$ cat config.mk
export PLATFORM = sky130hd
export DESIGN_NAME = erx
export DESIGN_NICKNAME = d
export VERILOG_FILES = /design/src/hdl/erx_pkg.sv /design/src/hdl/erx.sv /design/src/hdl/erx_disty.sv /design/src/hdl/erx_fifo.sv /design/src/hdl/erx_protocol.sv
export SDC_FILE = /design/constraint.sdc
export NUM_CORES = 1
export LEC_CHECK = 0
export BUFFER_PORTS_ARGS = -buffer_cell sky130_fd_sc_hd__buf_4
export CAP_MARGIN = 20
export CORE_UTILIZATION = 35
export DETAILED_ROUTE_END_ITERATION = 10
export GPL_TIMING_DRIVEN = 0
export PLACE_DENSITY = 0.61
export SKIP_LAST_GASP = 1
export SYNTH_ARGS = -nofsm -noshare
export SYNTH_HDL_FRONTEND = slang
export SYNTH_SLANG_ARGS = --single-unit
$ cat constraint.sdc
create_clock -name clk -period 8.6 [get_ports clk]
set_clock_uncertainty 0.1 [all_clocks]
set_input_delay 1.72 -clock clk [delete_from_list [all_inputs] [get_ports clk]]
set_output_delay 1.72 -clock clk [all_outputs]
set_load 0.05 [all_outputs]
$ cat src/hdl/erx_pkg.sv
package erx_pkg;

   // Link side
   localparam int BYTE_W           = 8;                        // Bits per link byte
   localparam int BYTES_PER_PACKET = 13;                       // Bytes in one framed packet
   localparam int BCNT_W           = 4;                        // Counts 0 to 12

   // Packet word
   localparam int PW               = BYTES_PER_PACKET * BYTE_W; // 104 bit transaction

   // Packet layout, MSB first on the link
   //   103..72  source or high data
   //    71..40  data
   //    39..8   destination address
   //     7..0   control byte
   localparam int WRITE_BIT        = 0;                        // Write flag in control byte

   // Chip ID sits in the top of the destination address
   localparam int DST_ID_MSB       = 39;                       // Address bit 31
   localparam int DST_ID_LSB       = 28;                       // Address bit 20
   localparam int ID_W             = DST_ID_MSB - DST_ID_LSB + 1; // 12 bit chip ID

endpackage

$ cat src/hdl/erx.sv
`timescale 1ns/1ps

// Receiver top
// Link bytes go through the assembler, the shared FIFO and then
// the distributor out to the three master channels.
module erx #(
   parameter logic [erx_pkg::ID_W-1:0] ID    = 12'h800, // Own chip ID
   parameter int                       DEPTH = 8         // FIFO packets
) (
   input  logic                       clk,
   input  logic                       rst_n,
   // Link
   input  logic                       rx_frame,
   input  logic [erx_pkg::BYTE_W-1:0] rx_data,
   output logic                       rx_wait,        // Pushback to transmitter
   // Master write
   output logic                       rxwr_access,
   output logic [erx_pkg::PW-1:0]     rxwr_packet,
   input  logic                       rxwr_wait,
   // Master read request
   output logic                       rxrd_access,
   output logic [erx_pkg::PW-1:0]     rxrd_packet,
   input  logic                       rxrd_wait,
   // Read response
   output logic                       rxrr_access,
   output logic [erx_pkg::PW-1:0]     rxrr_packet,
   input  logic                       rxrr_wait
);

   logic                   pkt_valid;                 // Assembler to FIFO
   logic [erx_pkg::PW-1:0] pkt_data;
   logic                   head_valid;                // FIFO to distributor
   logic [erx_pkg::PW-1:0] head_data;
   logic                   pop;

   erx_protocol erx_protocol (
      .clk       (clk),
      .rst_n     (rst_n),
      .rx_frame  (rx_frame),
      .rx_data   (rx_data),
      .pkt_valid (pkt_valid),
      .pkt_data  (pkt_data)
   );

   erx_fifo #(.DEPTH(DEPTH)) erx_fifo (
      .clk        (clk),
      .rst_n      (rst_n),
      .pkt_valid  (pkt_valid),
      .pkt_data   (pkt_data),
      .pop        (pop),
      .head_valid (head_valid),
      .head_data  (head_data),
      .rx_wait    (rx_wait)
   );

   erx_disty #(.ID(ID)) erx_disty (
      .head_valid  (head_valid),
      .head_data   (head_data),
      .rxwr_wait   (rxwr_wait),
      .rxrd_wait   (rxrd_wait),
      .rxrr_wait   (rxrr_wait),
      .pop         (pop),
      .rxwr_access (rxwr_access),
      .rxrd_access (rxrd_access),
      .rxrr_access (rxrr_access),
      .rxwr_packet (rxwr_packet),
      .rxrd_packet (rxrd_packet),
      .rxrr_packet (rxrr_packet)
   );

endmodule

$ cat src/hdl/erx_disty.sv
`timescale 1ns/1ps

// Routes the FIFO head packet to one master channel
// Reads go to the read request port.
// Writes to this chip ID are read responses coming home,
// and all other writes go to the write port.
module erx_disty #(
   parameter logic [erx_pkg::ID_W-1:0] ID = 12'h800  // Own chip ID
) (
   input  logic                   head_valid,         // FIFO has a packet
   input  logic [erx_pkg::PW-1:0] head_data,          // Oldest packet
   input  logic                   rxwr_wait,
   input  logic                   rxrd_wait,
   input  logic                   rxrr_wait,
   output logic                   pop,                // Head leaves the FIFO
   output logic                   rxwr_access,
   output logic                   rxrd_access,
   output logic                   rxrr_access,
   output logic [erx_pkg::PW-1:0] rxwr_packet,
   output logic [erx_pkg::PW-1:0] rxrd_packet,
   output logic [erx_pkg::PW-1:0] rxrr_packet
);

   logic                     is_write;                // Control byte write flag
   logic [erx_pkg::ID_W-1:0] dst_id;                  // Top of destination address
   logic                     id_match;
   logic                     sel_wr;                  // Channel decode
   logic                     sel_rd;
   logic                     sel_rr;

   assign is_write = head_data[erx_pkg::WRITE_BIT];
   assign dst_id   = head_data[erx_pkg::DST_ID_MSB:erx_pkg::DST_ID_LSB];
   assign id_match = (dst_id == ID);

   assign sel_rd = !is_write;                         // Read request
   assign sel_rr = is_write && id_match;              // Response for us
   assign sel_wr = is_write && !id_match;             // Plain write

   // Only the selected channel can fire, and only when it is ready
   assign rxwr_access = head_valid && sel_wr && !rxwr_wait;
   assign rxrd_access = head_valid && sel_rd && !rxrd_wait;
   assign rxrr_access = head_valid && sel_rr && !rxrr_wait;

   assign pop = rxwr_access || rxrd_access || rxrr_access; // Taken same cycle

   // Same word on every port, access qualifies it
   assign rxwr_packet = head_data;
   assign rxrd_packet = head_data;
   assign rxrr_packet = head_data;

endmodule

$ cat src/hdl/erx_fifo.sv
`timescale 1ns/1ps

// Shared packet buffer between the assembler and the distributor
// One memory for all three channels so a stalled head blocks the rest.
// rx_wait goes up one slot early to cover the packet the
// transmitter may already have in flight.
module erx_fifo #(
   parameter int DEPTH = 8                           // Packets, power of two
) (
   input  logic                   clk,
   input  logic                   rst_n,
   input  logic                   pkt_valid,          // Write strobe
   input  logic [erx_pkg::PW-1:0] pkt_data,           // Write data
   input  logic                   pop,                // Head taken this cycle
   output logic                   head_valid,         // FIFO not empty
   output logic [erx_pkg::PW-1:0] head_data,          // Oldest packet
   output logic                   rx_wait             // Link pushback
);

   localparam int AW = $clog2(DEPTH);                 // Pointer width
   localparam int CW = AW + 1;                        // Count reaches DEPTH

   logic [erx_pkg::PW-1:0] mem [DEPTH];               // Packet storage
   logic [AW-1:0]          wr_ptr;
   logic [AW-1:0]          rd_ptr;
   logic [CW-1:0]          count;                     // Packets held
   logic [CW-1:0]          count_next;

   // Fill level after this edge
   assign count_next = count + CW'(pkt_valid) - CW'(pop);

   // Pointers, count and pushback
   always_ff @(posedge clk or negedge rst_n) begin
      if (!rst_n) begin
         wr_ptr  <= '0;
         rd_ptr  <= '0;
         count   <= '0;
         rx_wait <= 1'b0;
      end else begin
         if (pkt_valid) begin
            wr_ptr <= wr_ptr + 1'b1;                  // Wraps at DEPTH
         end
         if (pop) begin
            rd_ptr <= rd_ptr + 1'b1;
         end
         count   <= count_next;
         rx_wait <= (count_next >= CW'(DEPTH - 1));   // Tracks count exactly
      end
   end

   // Storage write
   always_ff @(posedge clk) begin
      if (pkt_valid) begin
         mem[wr_ptr] <= pkt_data;
      end
   end

   assign head_valid = (count != '0);                 // Up one cycle after first write
   assign head_data  = mem[rd_ptr];                   // Read straight from memory

endmodule

$ cat src/hdl/erx_protocol.sv
`timescale 1ns/1ps

// Byte stream to packet assembler
// Bytes are taken on every clk edge while rx_frame is high.
// Thirteen such bytes in a row make one packet, and a long frame
// simply carries several packets back to back.
module erx_protocol (
   input  logic                       clk,
   input  logic                       rst_n,
   input  logic                       rx_frame,    // Byte valid level
   input  logic [erx_pkg::BYTE_W-1:0] rx_data,     // Link byte
   output logic                       pkt_valid,   // One cycle per packet
   output logic [erx_pkg::PW-1:0]     pkt_data     // Assembled packet
);

   localparam int SHIFT_LO = erx_pkg::PW - erx_pkg::BYTE_W; // Bits kept on a shift

   // Index of the final byte of a packet
   localparam logic [erx_pkg::BCNT_W-1:0] LAST_BYTE =
      erx_pkg::BCNT_W'(erx_pkg::BYTES_PER_PACKET - 1);

   logic [erx_pkg::BCNT_W-1:0] bcnt;                // Bytes taken so far
   logic                       byte_last;           // Closing byte on the link now

   assign byte_last = rx_frame && (bcnt == LAST_BYTE); // 13th byte of the run

   // Byte counter and packet strobe
   always_ff @(posedge clk or negedge rst_n) begin
      if (!rst_n) begin
         bcnt      <= '0;
         pkt_valid <= 1'b0;
      end else begin
         pkt_valid <= byte_last;                     // Shows the edge after byte 13
         if (!rx_frame) begin
            bcnt <= '0;                              // Frame drop throws away partial
         end else if (byte_last) begin
            bcnt <= '0;                              // Next packet may follow at once
         end else begin
            bcnt <= bcnt + 1'b1;
         end
      end
   end

   // Shift register doubles as the packet output
   // First byte ends up in the top byte after 13 shifts.
   // Leftover bytes from an aborted frame are pushed out
   // before the next packet is flagged.
   always_ff @(posedge clk) begin
      if (rx_frame) begin
         pkt_data <= {pkt_data[SHIFT_LO-1:0], rx_data}; // MSB byte first
      end
   end

   // Note on timing
   // pkt_data is stable for the whole pkt_valid cycle.
   // A new byte in that cycle only lands at the following edge,
   // which is the same edge that writes the packet into the FIFO.

endmodule
Word-level counts from Yosys, hierarchy flattened
Memories as Yosys holds them, arrays and structs flattened.
Cells that the tools add are included.
- register bits: 120
- RAM bits: 832
- bits of input ports: 14
- output and inout bits: 316
- word-level logic and storage cells: 37
- memories kept: 1
- memory list (memory ; depth ; bits a word ; rd ports ; clocked after memory_dff ; write ports ; line ; RTL):
    erx_fifo.mem ; 8 ; 104 ; 1 ; 0 ; 1 ; erx_fifo.sv:23 ; logic [erx_pkg::PW-1:0] mem [DEPTH];
- add/sub/neg operators: 5
- magnitude comparators: 1
- eq/ne operators: 2
- muxes and demuxes: 4
- reductions and logical operators: 17
- operator list (kind ; number):
    12-bit == test (second input constant) ; 1
    1-bit logical AND ; 9
    4-bit 2-to-1 mux ; 2
    3-bit by 1-bit adder with 3-bit output (second input constant) ; 2
    1-bit zero test ; 5
    4-bit by 1-bit adder with 4-bit output ; 1
    4-bit by 1-bit adder with 4-bit output (second input constant) ; 1
    4-bit == test (second input constant) ; 1
    4-bit by 3-bit greater-or-equal comparator with 1-bit output (second input constant) ; 1
    4-bit nonzero test ; 1
    4-bit by 1-bit subtractor with 4-bit output ; 1
    1-bit logical OR ; 2
    1-bit 2-to-1 mux ; 2

Logic depth before layout (Yosys ltp)
Gate-level depths: netlist (run 1).
An unclocked memory read counts as a cell.
- depth after elaboration: 10
- mapped depth: 15
- gate-level depth less buffers: 13

Hierarchy
A second synthesis (run 1) with hierarchy kept.
- cell total of the unflattened synthesis: 1708
- area, all modules: 37559.8 um^2
- modules (own cells, without submodules) (module ; times used ; cells each ; area each (um^2) ; sequential area each (um^2)):
    erx_fifo ; 1 ; 1261 ; 31793.0 ; 25259.2
    erx_protocol ; 1 ; 126 ; 3354.5 ; 3248.1
    erx_disty ; 1 ; 321 ; 2412.3 ; 0.0

Worst setup path after synthesis (run 1)
Ideal clock, no wire load.
- path type: register to register
- start point: register erx_fifo.wr_ptr[1]
- end point: memory erx_fifo.mem[0][0] (netlist name), enable pin
- setup time: 0.694 ns
- data arrival time: 7.607 ns
- path slack: 0.199 ns
- cell stages (with the launch flop): 3
- path buffers: 0
- clock period less this slack: 8.401 ns
- cells stage by stage: dfrtp_1 nand2b_1 nor3_1
- RTL lines (item ; line ; RTL):
    start: declaration ; erx_fifo.sv:24 ; logic [AW-1:0] wr_ptr;
    start signal: assignment ; erx_fifo.sv:41 ; wr_ptr <= wr_ptr + 1'b1;
    end: declaration ; erx_fifo.sv:23 ;
No word-level cell before the write port.

Worst setup path after layout (run 1)
- start point: register erx_fifo.rd_ptr[1]
- end point: output rxwr_packet[46] (netlist name)
- word-level cells in the longest chain between the ends: 1
- ends and longest elaborated chain (item ; line ; RTL):
    start: declaration ; erx_fifo.sv:25 ; logic [AW-1:0] rd_ptr;
    start signal: assignment ; erx_fifo.sv:44 ; rd_ptr <= rd_ptr + 1'b1;
    memory read 8 x 104 bit ; - ;
    end: declaration ; erx.sv:18 ; output logic [erx_pkg::PW-1:0] rxwr_packet,
No other way between the ends.

==> summary.txt, run 1 <==
status: finished clean
FP Rows: 118
initial DRC count: 1303
Post-CTS Resized: 0
Synth top area share: 76.66%
hold path depth: 1
Post-CTS Setup Bufs: 0
synthesized area: 0.03667 mm²
clock buffer count from CTS: 98
Vias: 17039
TritonCTS clock tree: yes
drt drc: 0
Critical Path Max Stage Delay: 890 ps
Worst Hold Class: reg2reg
placed cell area: 0.04194 mm²
RSZ-0062 raised after global routing: no
Clock Path Buffers: 3
Remaining Overflow, GRT: 0
crit path max fanout: 10
worst-path cell chain: clkbuf_1 -> clkbuf_1 -> clkbuf_1 -> clkbuf_1 -> mux4_2 -> mux2_2 -> buf_4 -> buf_4
top post-synthesis cells by area: edfxtp_1, mux4_2, buf_4
Post-CTS Hold Buffers: 0
area grow syn2layout: 23.04%
Ys Warns: 0
fraction of registers with async set/reset: 1.681%
total core area: 0.1036 mm²
final slew viol count: 0
antenna violations before repair: 0
H-tree depth: 3
clk slew on worst S/H paths: 60 ps
critical path class: reg2out
slowest stage cell, crit path: clkbuf_1
max_slew headroom: 25.68%
slew at the pin closest to its max-slew limit: 1115 ps
Mapped Nets: 1624
Die Ht: 325.7 µm
Hold Fails Final Rpt: 0
Setup crit end kind: output port
clk_lat worst skew: 660 ps
Initial Util: 35.38%
number of synthesized flops with an enable pin: 936
Design Area, Final: 0.04512 mm²
most frequent cell after synthesis: edfxtp_1
DR WL/cell: 22.62 µm
post-detail-place hpwl: 51460 µm
minimum clock period: 6575 ps
vias in the first global route: 17637
GPL Wtd Cong: 0.7048
max_cap viols: 0
first-pass GRT wire length: 117300 µm
worst r2r path cells: 13
Die ar.: 0.1061 mm²
WP data arrival: 4760 ps
crit share post-route: 76.46%
crit path launch type: flip-flop
Synth top cells by count: edfxtp_1, buf_4, mux4_2
cell count after synthesis: 1600
largest net degree at the start of global routing: 56
WP data required: 6780 ps
Setup Viol. Count Final: 0
1st-pass router iterations: 5
Vias/cell: 4.790
Seq/Total Area, Yosys: 77.75%
root buffer cell: clkbuf_16
cell mode on critical path: clkbuf_1
fmax: 152.1 MHz
wirelength, routed: 80450 µm
DRT antenna net count: 0
post-synthesis area per instance: 22.92 µm²
Ports: 330
Seq cells post-synth: 952
die width: 325.7 µm
port buffer count: 329
GRT Util Overall: 15.03%
Cell variety after synth: 35
share of cells above drive strength 1: 48.99%
Top FF cell, synth: edfxtp_1
Layout Nets: 2117
largest area contributor in the netlist: edfxtp_1
CTS sink count: 952
-- metrics by stage --
stage                     cells  util (%)  hold WS (ps)  TNS (ps)  worst slack, ps
after floorplan            1600         -         350.0         0            199.1
after global placement     3309     39.43         368.8  -3191060            -8847
after detailed placement   3371     40.47         399.6         0             2541
after CTS                  3554     43.50         408.6         0             1866
after global routing       3556     43.53         432.3         0             1784
final                      3557     43.53         416.7         0             2025
-- worst max-delay path: cells and delay by family, from the launching register on --
family   cells  cell delay (ps)
buf+inv      6             2960
mux          2              780
flops        1              340
-- layout by cell type (no fill, tap or decap), types with 2 or more instances in the layout --
cell type and n:
mux4_2 208, nand2b_1 4, clkbuf_1 50, xor2_1 3, inv_6 4, buf_6 30
buf_8 8, nor3b_1 2, ha_1 9, xnor2_1 4, mux2_2 105, dfrtp_1 16
clkinv_2 19, clkinv_1 28, buf_1 23, buf_12 23, nand2_1 3, and2_1 4
bufinv_16 7, nor2_1 2, buf_16 6, inv_16 3, edfxtp_1 936, a21oi_1 2
inv_1 10, clkbuf_16 101, buf_4 537, nor2_4 6, or4_1 3, nor3_2 2
-- cell type report --
type / instances / area [µm²]
Timing Repair Buffer: 393 / 3523
Fill cell: 8833 / 58530
Multi-Input combinational cell: 371 / 6374
Buffer: 266 / 1799
Tap cell: 1380 / 1727
Clock buffer: 120 / 2599
Sequential cell: 952 / 28510
Inverter: 11 / 41.29
Clock inverter: 63 / 543.0
Antenna cell: 1 / 2.502
-- flip-flops by register name, summed over array words and instances (netlist names) --
register,flops
erx_fifo.rx_wait,1
erx_protocol.pkt_data,104
erx_fifo.count,4
erx_protocol.bcnt,4
erx_fifo.rd_ptr,3
erx_protocol.pkt_valid,1
erx_fifo.mem,832
erx_fifo.wr_ptr,3
-- worst paths after layout --
| path | start | endpoint | slack [ps] |
|---|---|---|---|
| worst max-delay path | erx_fifo.rd_ptr[1] | rxwr_packet[46] | 2020 |
| worst min-delay path | erx_protocol.bcnt[0] | erx_protocol.bcnt[0] | 420 |
| worst max register to register | erx_fifo.rd_ptr[1] | erx_fifo.rx_wait | 3590 |
| worst min register to register | erx_protocol.bcnt[0] | erx_protocol.bcnt[0] | 420 |
| max in group asynchronous | rst_n | erx_fifo.wr_ptr[2] | 7400 |
| min in group asynchronous | rst_n | erx_fifo.count[3] | 820 |
-- routing by layer --
metal / vias to the layer above / share of wire [%] / GRT usage, %
met5: - / 0 / 0
met4: 0 / 2.0 / 3.735
met3: 121 / 4.3 / 2.253
met2: 465 / 52 / 26.76
met1: 9092 / 41 / 19.17
li1: 7361 / - / -
-- logic make-up (layout without fill, tap and decap cells) --
logic type / count (synthesis) / in the layout / share of synthesized area [%]
simple gates: 31 / 31 / 0.4743
xor+xnor: 7 / 7 / 0.1672
compound gates: 9 / 9 / 0.1877
buf+inv: 277 / 853 / 5.020
flops: 952 / 952 / 77.75
mux: 314 / 314 / 16.04
other cells: 0 / 1 / 0
fa+ha+maj: 10 / 10 / 0.3617
Power of run 1 is left out: the tool's default activity adds up to more than one toggle a clock period on the data nets, which glitch-free logic cannot reach.
==> inputs of run 2 (changes only) <==
Clock period 8.6 ns to 5.4 ns, I/O delays scaled along.
==> run 2 against run 1 <==
  * Routed wire length fell by 1.4%
  * Sequential share of layout area shrank 0.11 points
  * Global-route usage decreased by 0.24 points
  * Design area increased by 0.18%
  * Critical endpoint is now rxwr_packet[94]
  * Flip-flop and latch count did not move
  * Worst hold slack got worse by 250 ps
  * Register-to-register slack worse by 3200 ps
  * Cell count fell by 0.45%
  * Largest cell class unchanged
  * Clock-buffer cell count is 5 higher
  * Highest routed layer unchanged
==> summary.txt, run 2 (same netlist as run 1, synthesis figures left out) <==
max_slew headroom: 32.97%
area grow syn2layout: 23.27%
Ports: 330
clk slew on worst S/H paths: 70 ps
critical path class: reg2out
Vias/cell: 4.784
largest net degree at the start of global routing: 64
GPL Wtd Cong: 0.7084
Remaining Overflow, GRT: 0
max_cap viols: 0
Hold Fails Final Rpt: 0
final slew viol count: 0
1st-pass router iterations: 5
Finished Layout Cells: 3541
fill count: 8790
DRT antenna net count: 0
CTS sink count: 952
Post-CTS Hold Buffers: 0
DR WL/cell: 22.41 µm
slew at the pin closest to its max-slew limit: 1005 ps
Largest regs: erx_fifo.mem x832, erx_protocol.pkt_data x104
WP data arrival: 4040 ps
root buffer cell: clkbuf_16
status: finished clean
FP Rows: 118
Vias: 16939
Setup Viol. Count Final: 0
Setup TNS Final: 0 ps
Die Ht: 325.7 µm
RSZ-0062 raised after global routing: yes
crit path max fanout: 10
Placed Instances: 3362
most common cell after layout, fill and taps aside: edfxtp_1
WP data required: 4220 ps
TritonCTS clock tree: yes
Setup crit end kind: output port
Reg area: 0.02851 mm²
H-tree depth: 3
pre-CTS setup slack: 96.75 ps
clk_lat worst skew: 660 ps
vias in the first global route: 17545
R2R Setup Slk: 430 ps
Layout Nets: 2106
worst hold slack: 164.7 ps
drt drc: 0
fmax: 191.7 MHz
Largest Register: erx_fifo.mem
clock buffer count from CTS: 97
worst r2r path cells: 14
Worst Hold Class: in2async
GRT Util Overall: 14.79%
most frequent cells in the layout: edfxtp_1, buf_4, mux4_2, mux2_2, clkbuf_16
minimum clock period: 5215 ps
Initial Util: 35.38%
worst reg2reg path startpoint: erx_fifo.rd_ptr[2]
share of cells above drive strength 1: 49.42%
initial DRC count: 1355
crit path launch type: flip-flop
Reg-to-Reg End: erx_fifo.rx_wait
Clock Path Buffers: 3
Die ar.: 0.1061 mm²
antenna violations before repair: 2
multi-input logic area: 0.006386 mm²
crit path capture: rxwr_packet[94]
max reg flops: 832
port buffer count: 329
wirelength, routed: 79340 µm
post-detail-place hpwl: 50280 µm
first-pass GRT wire length: 115500 µm
Critical path origin: erx_fifo.rd_ptr[1]
final setup margin: 184.8 ps
crit share post-route: 96.58%
die width: 325.7 µm
total core area: 0.1036 mm²
==> run 2: final cells by class <==
| cell class | count | area share (%) |
|---|---|---|
| buffer | 266 | 4.177 |
| timing repair buffer | 383 | 7.962 |
| tap | 1380 | 3.820 |
| sequential | 952 | 63.07 |
| inverter | 11 | 0.09135 |
| antenna | 2 | 0.01107 |
| clock buffer | 125 | 5.603 |
| clock inverter | 51 | 1.132 |
| multi-input combinational | 371 | 14.13 |
==> run 2: timing repair <==
item,in CTS,in global routing
setup endpoints to repair,273,90
buffers inserted,0,0
gates resized for setup,25,17
==> run 2: per-layer routing <==
| layer | global-route usage, % | vias up | wire length (µm) |
|---|---|---|---|
| met2 | 25.77 | 534 | 40620 |
| li1 | - | 7352 | - |
| met5 | 0 | - | 0 |
| met4 | 4.185 | 0 | 1807 |
| met1 | 19.23 | 8939 | 32940 |
| met3 | 2.125 | 114 | 3969 |
==> run 2: how the worst min path moves through the flow <==
stage	from	end	slack (ps)	depth (start not counted)
6_report	rst_n	erx_fifo.rx_wait	160	1
5_1_grt	rst_n	erx_fifo.rx_wait	150	1
4_1_cts	rst_n	erx_fifo.rx_wait	110	1
3_5_place_dp	erx_protocol.bcnt[0]	erx_protocol.bcnt[0]	390	1
3_3_place_gp	erx_protocol.bcnt[0]	erx_protocol.bcnt[0]	370	1
2_1_floorplan	erx_protocol.bcnt[0]	erx_protocol.bcnt[0]	350	1
==> run 2: through the flow <==
stage | cell area [µm²] | util (%)
2_1_floorplan | 36680 | -
3_3_place_gp | 40880 | 39.44
3_5_place_dp | 42040 | 40.57
4_1_cts | 45150 | 43.57
5_1_grt | 45190 | 43.60
6_report | 45200 | 43.61
==> run 2: worst max-delay path, cell delays in order, from the launching register on <==
cell      delay, ps
dfrtp_1         350
clkbuf_1        380
clkbuf_2        430
clkbuf_2        500
clkbuf_1        630
mux4_2          420
mux2_2          330
buf_4           140
buf_4           180
Power of run 2 is left out for the same reason.
==> inputs of run 3 (changes only) <==
Settings changed: PLACE_DENSITY 0.61 to 0.6, RECOVER_POWER set to 25, SYNTH_HIERARCHICAL set to 1.
==> run 3 against run 2 <==
  * Register-to-register slack worse by 210 ps
  * Critical path type is now reg2reg
  * Clock-buffer cell count decreased by 7
  * Worst setup slack improved by 39 ps
  * Routed wire length down 0.36%
  * Global-route usage decreased by 0.32 points
==> summary.txt, run 3 <==
status: finished clean
post-synthesis area per instance: 21.99 µm²
Clock Path Buffers: 3
Ys Warns: 6
slew at the pin closest to its max-slew limit: 1041 ps
largest net degree at the start of global routing: 63
initial DRC count: 1470
critical path class: reg2reg
most frequent cell after synthesis: edfxtp_1
GPL Wtd Cong: 0.6833
crit share post-route: 95.86%
vias in the first global route: 17746
WP data required: 5770 ps
Vias/cell: 4.788
max reg flops: 832
crit path max fanout: 10
port buffer count: 329
final setup margin: 223.5 ps
Synth top area share: 74.83%
final slew viol count: 0
fmax: 193.2 MHz
Top FF cell, synth: edfxtp_1
Seq/Total Area, Yosys: 75.90%
max_cap viols: 0
Ports: 330
die width: 329.6 µm
first-pass GRT wire length: 115400 µm
Largest Register: erx_fifo/mem
1st-pass router iterations: 5
TritonCTS clock tree: yes
DR WL/cell: 21.75 µm
Seq cells post-synth: 952
Setup Viol. Count Final: 0
antenna violations before repair: 0
Critical Path Max Stage Delay: 680 ps
clk slew on worst S/H paths: 60 ps
CTS sink count: 952
top post-synthesis cells by area: edfxtp_1, mux4_2, buf_4
share of cells above drive strength 1: 52.27%
cell mode on critical path: buf_6
Remaining Overflow, GRT: 0
root buffer cell: clkbuf_16
Die ar.: 0.1086 mm²
pre-CTS setup slack: -684.9 ps
fill count: 8955
max_slew headroom: 30.35%
Mapped Nets: 1732
Worst Hold Class: reg2reg
most frequent cells in the layout: edfxtp_1, buf_4, mux4_2, mux2_2, clkbuf_16
Setup TNS Final: 0 ps
RSZ-0062 raised after global routing: no
drt drc: 0
minimum clock period: 5176 ps
Vias: 17403
total core area: 0.1059 mm²
crit path launch type: flip-flop
largest area contributor in the netlist: edfxtp_1
Ant. Diodes: 0
Hold Fails Final Rpt: 0
post-detail-place hpwl: 50220 µm
DRT antenna net count: 0
Synth top cells by count: edfxtp_1, buf_4, mux4_2
Setup crit end kind: flip-flop
FP Rows: 119
GRT Util Overall: 14.47%
Post-CTS Setup Bufs: 0
Largest regs: erx_fifo/mem x832, erx_protocol/pkt_data x104
clock buffer count from CTS: 91
clk_lat worst skew: 630 ps
cell count after synthesis: 1708
wirelength, routed: 79060 µm
WP data arrival: 5540 ps
Die Ht: 329.6 µm
most common cell after layout, fill and taps aside: edfxtp_1
slowest stage cell, crit path: or4b_1
fraction of registers with async set/reset: 1.681%
Initial Util: 35.48%
area grow syn2layout: 21.84%
synthesized area: 0.03756 mm²
number of synthesized flops with an enable pin: 936
Layout Nets: 2203
Cell variety after synth: 37
H-tree depth: 3
worst-path cell chain: buf_6 -> buf_6 -> buf_6 -> mux4_2 -> mux2_2 -> or4b_1 -> o31a_1 -> or3_4 -> ha_1 -> inv_1 -> ha_1 -> fa_1 -> nor2b_1 -> o211ai_1 -> nand4_1
-- run 3: changes by cell type after synthesis, sizes merged, moves of 3 or more --
| cell | before | now |
|---|---|---|
| clkbuf | 31 | 19 |
| a21oi | 2 | 5 |
| buf | 235 | 351 |
| and2 | 4 | 0 |
| nand2 | 3 | 6 |
-- run 3: layout make-up --
| type | count | area (µm²) | area share [%] |
|---|---|---|---|
| multi-input combinational | 376 | 6401 | 13.99 |
| inverter | 10 | 37.54 | 0.08203 |
| clock inverter | 40 | 370.4 | 0.8093 |
| timing repair buffer | 378 | 3582 | 7.828 |
| sequential | 952 | 28510 | 62.30 |
| clock buffer | 118 | 2421 | 5.291 |
| tap | 1391 | 1740 | 3.803 |
| buffer | 370 | 2701 | 5.903 |
-- run 3: worst paths after layout --
path                                         to  cells past startpoint  slack [ps]                 start
setup reg to reg               erx_fifo/rx_wait                     15         220    erx_fifo/rd_ptr[0]
max in group asynchronous    erx_fifo/rd_ptr[0]                      1        4170                 rst_n
setup / recovery               erx_fifo/rx_wait                     15         220    erx_fifo/rd_ptr[0]
hold / removal             erx_protocol/bcnt[0]                      1         440  erx_protocol/bcnt[0]
hold reg to reg            erx_protocol/bcnt[0]                      1         440  erx_protocol/bcnt[0]
min in group asynchronous  erx_protocol/bcnt[1]                      1         460                 rst_n
-- run 3: cell families after synthesis --
group           count (synthesis)  share of synthesized area, %
compound gates                 11                        0.1932
mux                           314                         15.65
xor+xnor                        5                        0.1166
buf+inv                       380                         7.252
fa+ha+maj                      10                        0.3531
simple gates                   36                        0.5363
flops                         952                         75.90
-- run 3: per-stage QoR --
stage / instances / hold slack, ps / utilization [%] / area [µm²]
2_1_floorplan: 1708 / 365.7 / - / 37570
3_3_place_gp: 3428 / 379.6 / 39.47 / 41780
3_5_place_dp: 3477 / 404.2 / 40.58 / 42960
4_1_cts: 3635 / 178.7 / 43.23 / 45760
5_1_grt: 3635 / 439.6 / 43.23 / 45760
6_report: 3635 / 435.2 / 43.23 / 45760
-- run 3: routing by layer --
layer / part of all wire [%] / GRT usage [%]
met4: 1.9 / 3.804
met2: 50 / 24.19
met1: 43 / 19.78
met5: 0 / 0
met3: 5.1 / 2.162
-- run 3: worst max-delay path, delay by kind of cell (launching register included) --
family / cells / cell delay (ps)
buf+inv: 4 / 760
simple gates: 4 / 1450
mux: 2 / 850
fa+ha+maj: 3 / 940
flops: 1 / 390
compound gates: 2 / 500
-- run 3: timing repair --
action,in CTS,in global routing
hold buffers,0,0
gates cloned,0,0
gates resized for setup,6,1
setup endpoints to repair,6,2
Power of run 3 is left out for the same reason.
